[src/soc_pkg.sv]
// peripheral register bank definitions
// bus width, region decode, register map, pin widths, bus structs
// and the decoded views of the extension I/O word
`default_nettype none

package soc_pkg;

	localparam int unsigned data_width = 32;
	localparam int unsigned region_bits = 4;
	localparam logic [region_bits-1:0] reg_region = 4'h2;

	// register index, word address bits 6:2
	localparam int unsigned reg_idx_bits = 5;
	localparam logic [reg_idx_bits-1:0] reg_led = 5'd0;
	localparam logic [reg_idx_bits-1:0] reg_btn = 5'd1;
	localparam logic [reg_idx_bits-1:0] reg_soc_ver = 5'd2;
	localparam logic [reg_idx_bits-1:0] reg_flash_sel = 5'd13;
	localparam logic [reg_idx_bits-1:0] reg_genio_in = 5'd17;
	localparam logic [reg_idx_bits-1:0] reg_genio_out = 5'd18;
	localparam logic [reg_idx_bits-1:0] reg_genio_oe = 5'd19;
	localparam logic [reg_idx_bits-1:0] reg_genio_w2s = 5'd20;
	localparam logic [reg_idx_bits-1:0] reg_genio_w2c = 5'd21;
	localparam logic [reg_idx_bits-1:0] reg_gpext_in = 5'd22;
	localparam logic [reg_idx_bits-1:0] reg_gpext_out = 5'd23;
	localparam logic [reg_idx_bits-1:0] reg_gpext_oe = 5'd24;
	localparam logic [reg_idx_bits-1:0] reg_gpext_w2s = 5'd25;
	localparam logic [reg_idx_bits-1:0] reg_gpext_w2c = 5'd26;

	localparam int unsigned led_width = 16;
	localparam int unsigned btn_width = 8;
	localparam int unsigned genio_width = 30;
	localparam int unsigned sao_width = 6;
	localparam int unsigned pmod_width = 8;

	localparam logic [data_width-1:0] soc_version = 32'h0000_8000;
	localparam logic [data_width-1:0] bus_error_word = 32'hdead_beef;

	// flash select sequencer
	localparam int unsigned fsel_cnt_bits = 3;
	localparam logic [23:0] fsel_key = 24'hd0f1a5;
	localparam logic [fsel_cnt_bits-1:0] fsel_delay_start = 3'd7;

	typedef struct packed {
		logic cyc;
		logic stb;
		logic we;
		logic [3:0] sel;
		logic [data_width-1:0] adr;
		logic [data_width-1:0] dat;
	} wb_req_t;

	typedef struct packed {
		logic [data_width-1:0] dat;
		logic ack;
		logic err;
	} wb_rsp_t;

	typedef struct packed {
		logic [reg_idx_bits-1:0] idx;
		logic [data_width-1:0] wdata;
		logic wr;
	} reg_access_t;

	typedef struct packed {
		logic irda_sd;
		logic [pmod_width-1:0] pmod;
		logic [sao_width-1:0] sao2;
		logic [sao_width-1:0] sao1;
	} gpext_pins_t;

	// bit layout of the extension registers
	typedef struct packed {
		logic usb_vdet;
		logic irda_sd;
		logic [5:0] rsvd_hi;
		logic [pmod_width-1:0] pmod;
		logic [1:0] rsvd_mid;
		logic [sao_width-1:0] sao2;
		logic [1:0] rsvd_lo;
		logic [sao_width-1:0] sao1;
	} gpext_fields_t;

	typedef union packed {
		logic [data_width-1:0] raw;
		gpext_fields_t f;
	} gpext_word_u;

endpackage

`default_nettype wire

[src/board_regs.sv]
// board registers
// LED output, inverted button readback, SoC version and trace enable
`timescale 1ns/1ps
`default_nettype none

module board_regs (
	input logic clk48m,
	input logic rst,
	input soc_pkg::reg_access_t reg_access,
	input logic [soc_pkg::btn_width-1:0] btn,
	output logic [soc_pkg::led_width-1:0] led,
	output logic trace_en,
	output logic [soc_pkg::data_width-1:0] rdata
);

	always_ff @(posedge clk48m) begin
		if (rst) begin
			led <= '0;
			trace_en <= 1'b0;
		end else if (reg_access.wr) begin
			if (reg_access.idx == soc_pkg::reg_led) begin
				led <= reg_access.wdata[soc_pkg::led_width-1:0];
			end
			// version register is read only, its write side holds trace enable
			if (reg_access.idx == soc_pkg::reg_soc_ver) begin
				trace_en <= reg_access.wdata[0];
			end
		end
	end

	always_comb begin
		case (reg_access.idx)
			soc_pkg::reg_led: begin
				rdata = {{(soc_pkg::data_width - soc_pkg::led_width){1'b0}}, led};
			end
			soc_pkg::reg_btn: begin
				// buttons are active low on the board
				rdata = {{(soc_pkg::data_width - soc_pkg::btn_width){1'b0}}, ~btn};
			end
			soc_pkg::reg_soc_ver: begin
				rdata = soc_pkg::soc_version;
			end
			default: begin
				rdata = '0;
			end
		endcase
	end

endmodule

`default_nettype wire

[src/bus_ctrl.sv]
// Wishbone classic slave control for the register bank
// decodes the address region, registers a single ack or err per
// request, forms the register write pulse and merges read data
`timescale 1ns/1ps
`default_nettype none

module bus_ctrl (
	input logic clk48m,
	input logic rst,
	input soc_pkg::wb_req_t wb_req,
	output soc_pkg::wb_rsp_t wb_rsp,
	output soc_pkg::reg_access_t reg_access,
	input logic [soc_pkg::data_width-1:0] board_rdata,
	input logic [soc_pkg::data_width-1:0] gpio_rdata,
	input logic [soc_pkg::data_width-1:0] fsel_rdata,
	output logic irq_bus_error
);

	logic req;
	logic in_region;
	logic pending;
	logic ack_q;
	logic err_q;
	logic [soc_pkg::data_width-1:0] rdata_merged;

	assign req = wb_req.cyc & wb_req.stb;
	assign in_region =
		(wb_req.adr[soc_pkg::data_width-1 -: soc_pkg::region_bits] == soc_pkg::reg_region);

	// first sample of a request opens the access, the response follows
	// one edge later, then one idle cycle before the next request
	always_ff @(posedge clk48m) begin
		if (rst) begin
			pending <= 1'b0;
			ack_q <= 1'b0;
			err_q <= 1'b0;
		end else begin
			pending <= req & ~pending & ~ack_q & ~err_q;
			ack_q <= pending & req & in_region;
			err_q <= pending & req & ~in_region;
		end
	end

	// write strobe lines up with the edge that registers ack
	always_comb begin
		reg_access.idx = wb_req.adr[soc_pkg::reg_idx_bits+1:2];
		reg_access.wdata = wb_req.dat;
		reg_access.wr = pending & req & in_region & wb_req.we & wb_req.sel[0];
	end

	// unowned indices return zero from every module
	assign rdata_merged = board_rdata | gpio_rdata | fsel_rdata;

	always_comb begin
		wb_rsp.ack = ack_q;
		wb_rsp.err = err_q;
		if (err_q) begin
			wb_rsp.dat = soc_pkg::bus_error_word;
		end else if (ack_q) begin
			wb_rsp.dat = rdata_merged;
		end else begin
			wb_rsp.dat = '0;
		end
	end

	// bus error interrupt pulses with err
	assign irq_bus_error = err_q;

endmodule

`default_nettype wire

[src/flash_select.sv]
// flash select sequencer
// latches the flash select data bit, then pulses the select clock
// from a short countdown; a write carrying the key also queues an
// FPGA reload that pulls programn once the countdown expires
`timescale 1ns/1ps
`default_nettype none

module flash_select (
	input logic clk48m,
	input logic rst,
	input soc_pkg::reg_access_t reg_access,
	output logic fsel_d,
	output logic fsel_c,
	output logic programn,
	output logic [soc_pkg::data_width-1:0] rdata
);

	logic sel_wr;
	logic [soc_pkg::fsel_cnt_bits-1:0] fsel_cnt;
	logic reload_armed;
	logic reload;

	assign sel_wr = reg_access.wr && (reg_access.idx == soc_pkg::reg_flash_sel);

	always_ff @(posedge clk48m) begin
		if (rst) begin
			fsel_d <= 1'b0;
			fsel_cnt <= '0;
			reload_armed <= 1'b0;
			reload <= 1'b0;
		end else if (sel_wr) begin
			// a rewrite restarts the countdown
			fsel_d <= reg_access.wdata[0];
			fsel_cnt <= soc_pkg::fsel_delay_start;
			if (reg_access.wdata[soc_pkg::data_width-1:8] == soc_pkg::fsel_key) begin
				reload_armed <= 1'b1;
			end
		end else if (fsel_cnt != '0) begin
			fsel_cnt <= fsel_cnt - 1'b1;
			if (fsel_cnt == 1 && reload_armed) begin
				reload <= 1'b1;
			end
		end
	end

	// d is stable for two cycles before the select clock rises
	assign fsel_c = (fsel_cnt == 5) || (fsel_cnt == 4) || (fsel_cnt == 3);
	assign programn = ~reload;

	assign rdata = (reg_access.idx == soc_pkg::reg_flash_sel) ?
		{{(soc_pkg::data_width - 1){1'b0}}, fsel_d} : '0;

endmodule

`default_nettype wire

[src/gpio_regs.sv]
// general and extension I/O register banks
// each bank has in, out and oe registers plus write-to-set and
// write-to-clear views of out; the extension word is packed through
// its field view (sao1, sao2, pmod, irda_sd, usb_vdet)
`timescale 1ns/1ps
`default_nettype none

module gpio_regs (
	input logic clk48m,
	input logic rst,
	input soc_pkg::reg_access_t reg_access,
	input logic [soc_pkg::genio_width-1:0] genio_in,
	output logic [soc_pkg::genio_width-1:0] genio_out,
	output logic [soc_pkg::genio_width-1:0] genio_oe,
	input logic [soc_pkg::sao_width-1:0] sao1_in,
	input logic [soc_pkg::sao_width-1:0] sao2_in,
	input logic [soc_pkg::pmod_width-1:0] pmod_in,
	input logic usb_vdet,
	output soc_pkg::gpext_pins_t gpext_out,
	output soc_pkg::gpext_pins_t gpext_oe,
	output logic [soc_pkg::data_width-1:0] rdata
);

	soc_pkg::gpext_word_u ext_wr;
	soc_pkg::gpext_word_u ext_in;
	soc_pkg::gpext_word_u ext_out;
	soc_pkg::gpext_word_u ext_oe;
	soc_pkg::gpext_word_u ext_nxt;
	logic [soc_pkg::data_width-1:0] genio_word;
	logic [soc_pkg::data_width-1:0] genio_nxt;

	// next out value for one bank: replace, set or clear
	function automatic logic [soc_pkg::data_width-1:0] out_next(
		input logic [soc_pkg::data_width-1:0] cur,
		input logic [soc_pkg::data_width-1:0] wdata,
		input logic [soc_pkg::reg_idx_bits-1:0] idx,
		input logic [soc_pkg::reg_idx_bits-1:0] idx_out,
		input logic [soc_pkg::reg_idx_bits-1:0] idx_set,
		input logic [soc_pkg::reg_idx_bits-1:0] idx_clr
	);
		if (idx == idx_out) begin
			return wdata;
		end else if (idx == idx_set) begin
			return cur | wdata;
		end else if (idx == idx_clr) begin
			return cur & ~wdata;
		end
		return cur;
	endfunction

	always_comb begin
		ext_wr.raw = reg_access.wdata;

		ext_in.raw = '0;
		ext_in.f.usb_vdet = usb_vdet;
		ext_in.f.pmod = pmod_in;
		ext_in.f.sao2 = sao2_in;
		ext_in.f.sao1 = sao1_in;

		ext_out.raw = '0;
		ext_out.f.irda_sd = gpext_out.irda_sd;
		ext_out.f.pmod = gpext_out.pmod;
		ext_out.f.sao2 = gpext_out.sao2;
		ext_out.f.sao1 = gpext_out.sao1;

		// no oe for irda_sd
		ext_oe.raw = '0;
		ext_oe.f.pmod = gpext_oe.pmod;
		ext_oe.f.sao2 = gpext_oe.sao2;
		ext_oe.f.sao1 = gpext_oe.sao1;

		genio_word = {{(soc_pkg::data_width - soc_pkg::genio_width){1'b0}}, genio_out};
		genio_nxt = out_next(genio_word, reg_access.wdata, reg_access.idx,
			soc_pkg::reg_genio_out, soc_pkg::reg_genio_w2s, soc_pkg::reg_genio_w2c);
		ext_nxt.raw = out_next(ext_out.raw, reg_access.wdata, reg_access.idx,
			soc_pkg::reg_gpext_out, soc_pkg::reg_gpext_w2s, soc_pkg::reg_gpext_w2c);
	end

	always_ff @(posedge clk48m) begin
		if (rst) begin
			genio_out <= '0;
			genio_oe <= '0;
			gpext_out <= '0;
			// irda transceiver starts in shutdown
			gpext_out.irda_sd <= 1'b1;
			gpext_oe <= '0;
		end else if (reg_access.wr) begin
			genio_out <= genio_nxt[soc_pkg::genio_width-1:0];
			gpext_out.irda_sd <= ext_nxt.f.irda_sd;
			gpext_out.pmod <= ext_nxt.f.pmod;
			gpext_out.sao2 <= ext_nxt.f.sao2;
			gpext_out.sao1 <= ext_nxt.f.sao1;
			if (reg_access.idx == soc_pkg::reg_genio_oe) begin
				genio_oe <= reg_access.wdata[soc_pkg::genio_width-1:0];
			end
			if (reg_access.idx == soc_pkg::reg_gpext_oe) begin
				gpext_oe.pmod <= ext_wr.f.pmod;
				gpext_oe.sao2 <= ext_wr.f.sao2;
				gpext_oe.sao1 <= ext_wr.f.sao1;
			end
		end
	end

	always_comb begin
		case (reg_access.idx)
			soc_pkg::reg_genio_in: begin
				rdata = {{(soc_pkg::data_width - soc_pkg::genio_width){1'b0}}, genio_in};
			end
			soc_pkg::reg_genio_out: rdata = genio_word;
			soc_pkg::reg_genio_oe: begin
				rdata = {{(soc_pkg::data_width - soc_pkg::genio_width){1'b0}}, genio_oe};
			end
			soc_pkg::reg_gpext_in: rdata = ext_in.raw;
			soc_pkg::reg_gpext_out: rdata = ext_out.raw;
			soc_pkg::reg_gpext_oe: rdata = ext_oe.raw;
			default: rdata = '0;
		endcase
	end

endmodule

`default_nettype wire

[src/soc_periph.sv]
// peripheral subsystem top
// Wishbone slave port in front of the misc register bank:
// board registers, general and extension I/O, flash select
`timescale 1ns/1ps
`default_nettype none

module soc_periph (
	input logic clk48m,
	input logic rst,
	input soc_pkg::wb_req_t wb_req,
	output soc_pkg::wb_rsp_t wb_rsp,
	output logic irq_bus_error,
	input logic [soc_pkg::btn_width-1:0] btn,
	output logic [soc_pkg::led_width-1:0] led,
	output logic trace_en,
	input logic [soc_pkg::genio_width-1:0] genio_in,
	output logic [soc_pkg::genio_width-1:0] genio_out,
	output logic [soc_pkg::genio_width-1:0] genio_oe,
	input logic [soc_pkg::sao_width-1:0] sao1_in,
	input logic [soc_pkg::sao_width-1:0] sao2_in,
	input logic [soc_pkg::pmod_width-1:0] pmod_in,
	input logic usb_vdet,
	output soc_pkg::gpext_pins_t gpext_out,
	output soc_pkg::gpext_pins_t gpext_oe,
	output logic fsel_d,
	output logic fsel_c,
	output logic programn
);

	soc_pkg::reg_access_t reg_access;
	logic [soc_pkg::data_width-1:0] board_rdata;
	logic [soc_pkg::data_width-1:0] gpio_rdata;
	logic [soc_pkg::data_width-1:0] fsel_rdata;

	bus_ctrl u_bus_ctrl (
		.clk48m(clk48m),
		.rst(rst),
		.wb_req(wb_req),
		.wb_rsp(wb_rsp),
		.reg_access(reg_access),
		.board_rdata(board_rdata),
		.gpio_rdata(gpio_rdata),
		.fsel_rdata(fsel_rdata),
		.irq_bus_error(irq_bus_error)
	);

	board_regs u_board_regs (
		.clk48m(clk48m),
		.rst(rst),
		.reg_access(reg_access),
		.btn(btn),
		.led(led),
		.trace_en(trace_en),
		.rdata(board_rdata)
	);

	gpio_regs u_gpio_regs (
		.clk48m(clk48m),
		.rst(rst),
		.reg_access(reg_access),
		.genio_in(genio_in),
		.genio_out(genio_out),
		.genio_oe(genio_oe),
		.sao1_in(sao1_in),
		.sao2_in(sao2_in),
		.pmod_in(pmod_in),
		.usb_vdet(usb_vdet),
		.gpext_out(gpext_out),
		.gpext_oe(gpext_oe),
		.rdata(gpio_rdata)
	);

	flash_select u_flash_select (
		.clk48m(clk48m),
		.rst(rst),
		.reg_access(reg_access),
		.fsel_d(fsel_d),
		.fsel_c(fsel_c),
		.programn(programn),
		.rdata(fsel_rdata)
	);

endmodule

`default_nettype wire

[config.mk]
export PLATFORM = sky130hd
export DESIGN_NAME = soc_periph
export DESIGN_NICKNAME = d
export VERILOG_FILES = /design/src/soc_pkg.sv /design/src/board_regs.sv /design/src/bus_ctrl.sv /design/src/flash_select.sv /design/src/gpio_regs.sv /design/src/soc_periph.sv
export SDC_FILE = /design/constraint.sdc
export NUM_CORES = 1
export LEC_CHECK = 0
export BUFFER_PORTS_ARGS = -buffer_cell sky130_fd_sc_hd__buf_2
export CAP_MARGIN = 20
export CORE_AREA = 5 5 134 123
export DETAILED_ROUTE_END_ITERATION = 10
export DIE_AREA = 0 0 139 128
export GPL_TIMING_DRIVEN = 0
export PLACE_DENSITY = 0.84
export SYNTH_ARGS = -nofsm -noshare
export SYNTH_HDL_FRONTEND = slang
export SYNTH_HIERARCHICAL = 1
export SYNTH_SLANG_ARGS = --single-unit
[constraint.sdc]
create_clock -name clk48m -period 3.2 [get_ports clk48m]
set_input_delay 0.48 -clock clk48m [delete_from_list [all_inputs] [get_ports clk48m]]
set_output_delay 0.48 -clock clk48m [all_outputs]
set_load 0.005 [all_outputs]
==> impl_results.md <==
- Outcome: complete, no violations
- Via count: 8055
- Final-report max-slew violation count: 0
- Post-synthesis compound-gate area fraction: 0.252
- Final Cycle Share: 0.962
- Design Area, Final: between 0.009 and 0.01 mm2
- Syn avg cell area: 8.38 um2
- Initial antenna violation count: 2
- Slowest cell delay on critical path: 0.53 ns
- Slowest CP cell: a222oi_1
- All-Layer GR Usage: 0.312
- Startpoint of the worst hold path: wb_req[69]
- DP HPWL: roughly 22000 um
- Avg WL per Cell: 21.2 um
- Number of port buffers: 224
- Max_slew headroom: 0.426
- CP Max Fanout: 10
- Grt ovf: 0
- Final ANT Viol Nets: 0
- Post-synth EDFFs: 0
- Largest family of logic cells by synthesized area: compound AO/OA/AOI/OAI gates
- Startpoint type of the worst setup path: input pin
- Skew-Pair Late Insertion Delay: roughly 0.4 ns
- XOR/XNOR Fraction of Synth Area: 0.00120
- Area growth syn-to-layout: 28.5%
- Clock H-tree levels: 4
- Slew @ Worst Pin: 0.861 ns
- Core area: 0.0151 mm2
- Synthesis-stage register bit count: 127
- Site row count: 43
- 1st-iter DRT viols: 1069
- Cell area after synthesis: 0.00730 mm2
- Dpl cell area: 0.00884 mm2
- Fin Clk Skew: around 0.0040 ns
- Fill count: 1386
- CP Data Required Time: 2.72 ns
- Die width: 139 um
- Setup bufs post-CTS: 0
- FFs w/ async S/R, synth: 0
- Crit path DAT: between 2 and 3 ns
- Critical Path Sink Type: output port
- Depth of the most critical reg-to-reg path: 6
- Max cap viols: 0
- Mux cell area share after synthesis: 0.0247
- Simple-gate share of the synthesized area: 0.217
- Post-layout power: 0.00378 W
- Number of synthesis warnings: 6
- Ratio of cells with drive above 1 in the final layout: 0.333
- Most frequent CP cell: nand2b_1
- Main synth FF type: dfxtp_1
- Register-to-Register Setup Slack: 0.77 ns
- Crit-path cells: buf_4 -> clkbuf_2 -> nand2b_1 -> nor2_1 -> clkbuf_4 -> a222oi_1 -> nand2_1 -> o31ai_1 -> nand2b_1 -> buf_2
- CP Class: in2out
- Vias per inst: 5.86
- Yosys cell types: 57
- Die H: 128 um
- RSZ-0062 raised after global routing: no
- Power density over the cells: between 400 and 500 mW/mm2
- FF-to-FF Start: u_bus_ctrl/pending
- Leak: 4.43 nW
- Sequential fraction of the synthesis area: 0.348
- CTS sink cnt: about 130
- Final Hold Fails: 0
- Gate Count Post-Synth: 871
- CTS Buf Count: 17
- Maximum VDD drop: 341 uV
- Clock root buffer: clkbuf_16
- CTS tree: done
- First-pass GRT wire length: 43300 um
- Final setup vio count: 0
- Max frequency: 325 MHz
- Hold Crit Class: in2reg
- Initial core utilization: 0.484
- Max clock buf depth: 2
- Clk pin slew, worst setup/hold paths: 0.05 ns
- Die ar.: 0.0178 mm2
- Largest net degree at the start of global routing: 17
- CTS Hold Bufs: 0
- Boundary Pins: 289
- First drt pass iteration count: 9
- Adder-cell share of the synthesized area: 0.00686
- Hold Path Stages: 2
- Residual DRC: 0
- Hold endpoint: u_bus_ctrl/pending
- Final net count: ~1300
- Clock period minus worst slack: 3.08 ns
- Post-Route WL: 29100 um
- Number of global-route vias before repair: 7635
- Placer congestion estimate: just over 0.9
## placed cells by master (no fill, tap or decap), types with 2 or more instances in the layout
cell,instances
nand3b_1,2
or3_4,2
nor3_2,3
a32o_1,50
a21oi_1,56
mux2i_1,18
ha_1,4
clkbuf_1,34
and2_1,8
nand3_1,2
nand2b_1,61
o31ai_1,24
nor2b_1,32
buf_4,90
a222oi_1,49
conb_1,48
buf_6,5
diode_2,2
nor4bb_1,4
inv_1,17
clkbuf_8,3
or3b_1,2
o21ai_1,21
nand2_1,123
o2bb2ai_1,8
dfxtp_1,127
clkinv_2,6
nor2_1,20
nor3b_1,3
nand4_1,5
nor3_1,12
clkbuf_2,6
o21ai_0,32
clkbuf_16,17
and3_1,2
buf_2,247
## logic make-up (layout without fill, tap and decap cells)
| kind of cell | after synthesis | count (layout) |
|---|---|---|
| and+or+nand+nor | 297 | 297 |
| xor gates and xnor gates | 1 | 1 |
| buffers and inverters | 175 | 430 |
| other | 3 | 50 |
| AOI/OAI and AO/OA | 246 | 246 |
| adders and majority gates | 4 | 4 |
| DFF | 127 | 127 |
| muxes | 18 | 18 |
## Yosys cell counts, drive strengths merged, types with 2 or more instances
cell / number / area [um2]
ha: 4 / 50.1
nor4bb: 4 / 40.0
nand2b: 61 / 382
nor2b: 32 / 200
nand4: 5 / 31.3
and3: 2 / 12.5
nor4b: 2 / 23.8
or3b: 3 / 28.8
a32o: 50 / 500
o2bb2ai: 8 / 70.1
nand2: 124 / 465
nand3: 3 / 20.0
a222oi: 49 / 490
or3: 2 / 22.5
mux2i: 18 / 180
o21ai: 53 / 265
nand3b: 2 / 15.0
nor3: 15 / 90.1
dfxtp: 127 / 2540
and2: 8 / 50.1
inv: 17 / 63.8
o31ai: 24 / 180
conb: 3 / 11.3
buf: 119 / 866
nor2: 21 / 86.3
a21oi: 57 / 289
nor3b: 4 / 35.0
clkbuf: 38 / 146
## how the worst max path moves through the flow
stage,startpoint,to,slack [ns],cells past startpoint
3_3_place_gp,wb_req[34],wb_rsp[7],-0.09,10
2_1_floorplan,wb_req[60],u_flash_select/reload_armed,0.73,6
4_1_cts,wb_req[34],wb_rsp[7],0.1,10
3_5_place_dp,wb_req[34],wb_rsp[7],-0.02,10
5_1_grt,wb_req[34],wb_rsp[21],0.007,10
6_report,wb_req[34],wb_rsp[7],0.12,10
## per-stage QoR
step	hold slack, ns	std cells	utilization	setup WS, ns	setup TNS [ns]
after global routing	0.305	1375	0.622	0.00675	0
final	0.314	1375	0.622	0.120	0
after detailed placement	0.448	1342	0.587	-0.0250	-0.0439
after floorplan	0.420	916	-	0.726	0
after global placement	0.437	1342	0.587	-0.0871	-0.0988
after CTS	0.302	1373	0.621	0.0965	0
## worst max-delay path: cells and delay by family
family                 cells  cell delay [ns]
AO/OA/AOI/OAI              2             0.81
buffers and inverters      4             0.72
AND/OR/NAND/NOR            4             0.57
## power breakdown
part	internal, W	total (W)	switching, W	leakage [nW]
logic	0.000198	0.000444	0.000246	3.15
clock network	0.00104	0.00172	0.000681	0.259
registers	0.00160	0.00162	0.0000200	1.02
## metal layers
metal | GRT usage | part of all wire
met1 | 0.398 | 0.38
met2 | 0.494 | 0.45
met3 | 0.0895 | 0.12
met4 | 0.142 | 0.040
met5 | 0 | 0
## area by class of cell
| type | count | area [um2] | share of cell area |
|---|---|---|---|
| Multi-Input combinational cell | 614 | 3850 | 0.410 |
| Clock buffer | 24 | 482 | 0.0514 |
| Buffer | 157 | 1020 | 0.109 |
| Clock inverter | 7 | 37.5 | 0.00400 |
| Sequential cell | 127 | 2540 | 0.271 |
| Timing Repair Buffer | 224 | 1120 | 0.120 |
| Antenna cell | 2 | 5.00 | 0.000534 |
| Tap cell | 202 | 253 | 0.0270 |
| Inverter | 18 | 67.6 | 0.00721 |
## what timing repair did
action                                  in CTS  in global routing
pin swaps                                    1                  2
resized for setup                            2                 10
gates cloned                                 0                  0
endpoints found under the setup margin       2                  8
Note: power is estimated with default switching activity, not from simulation.
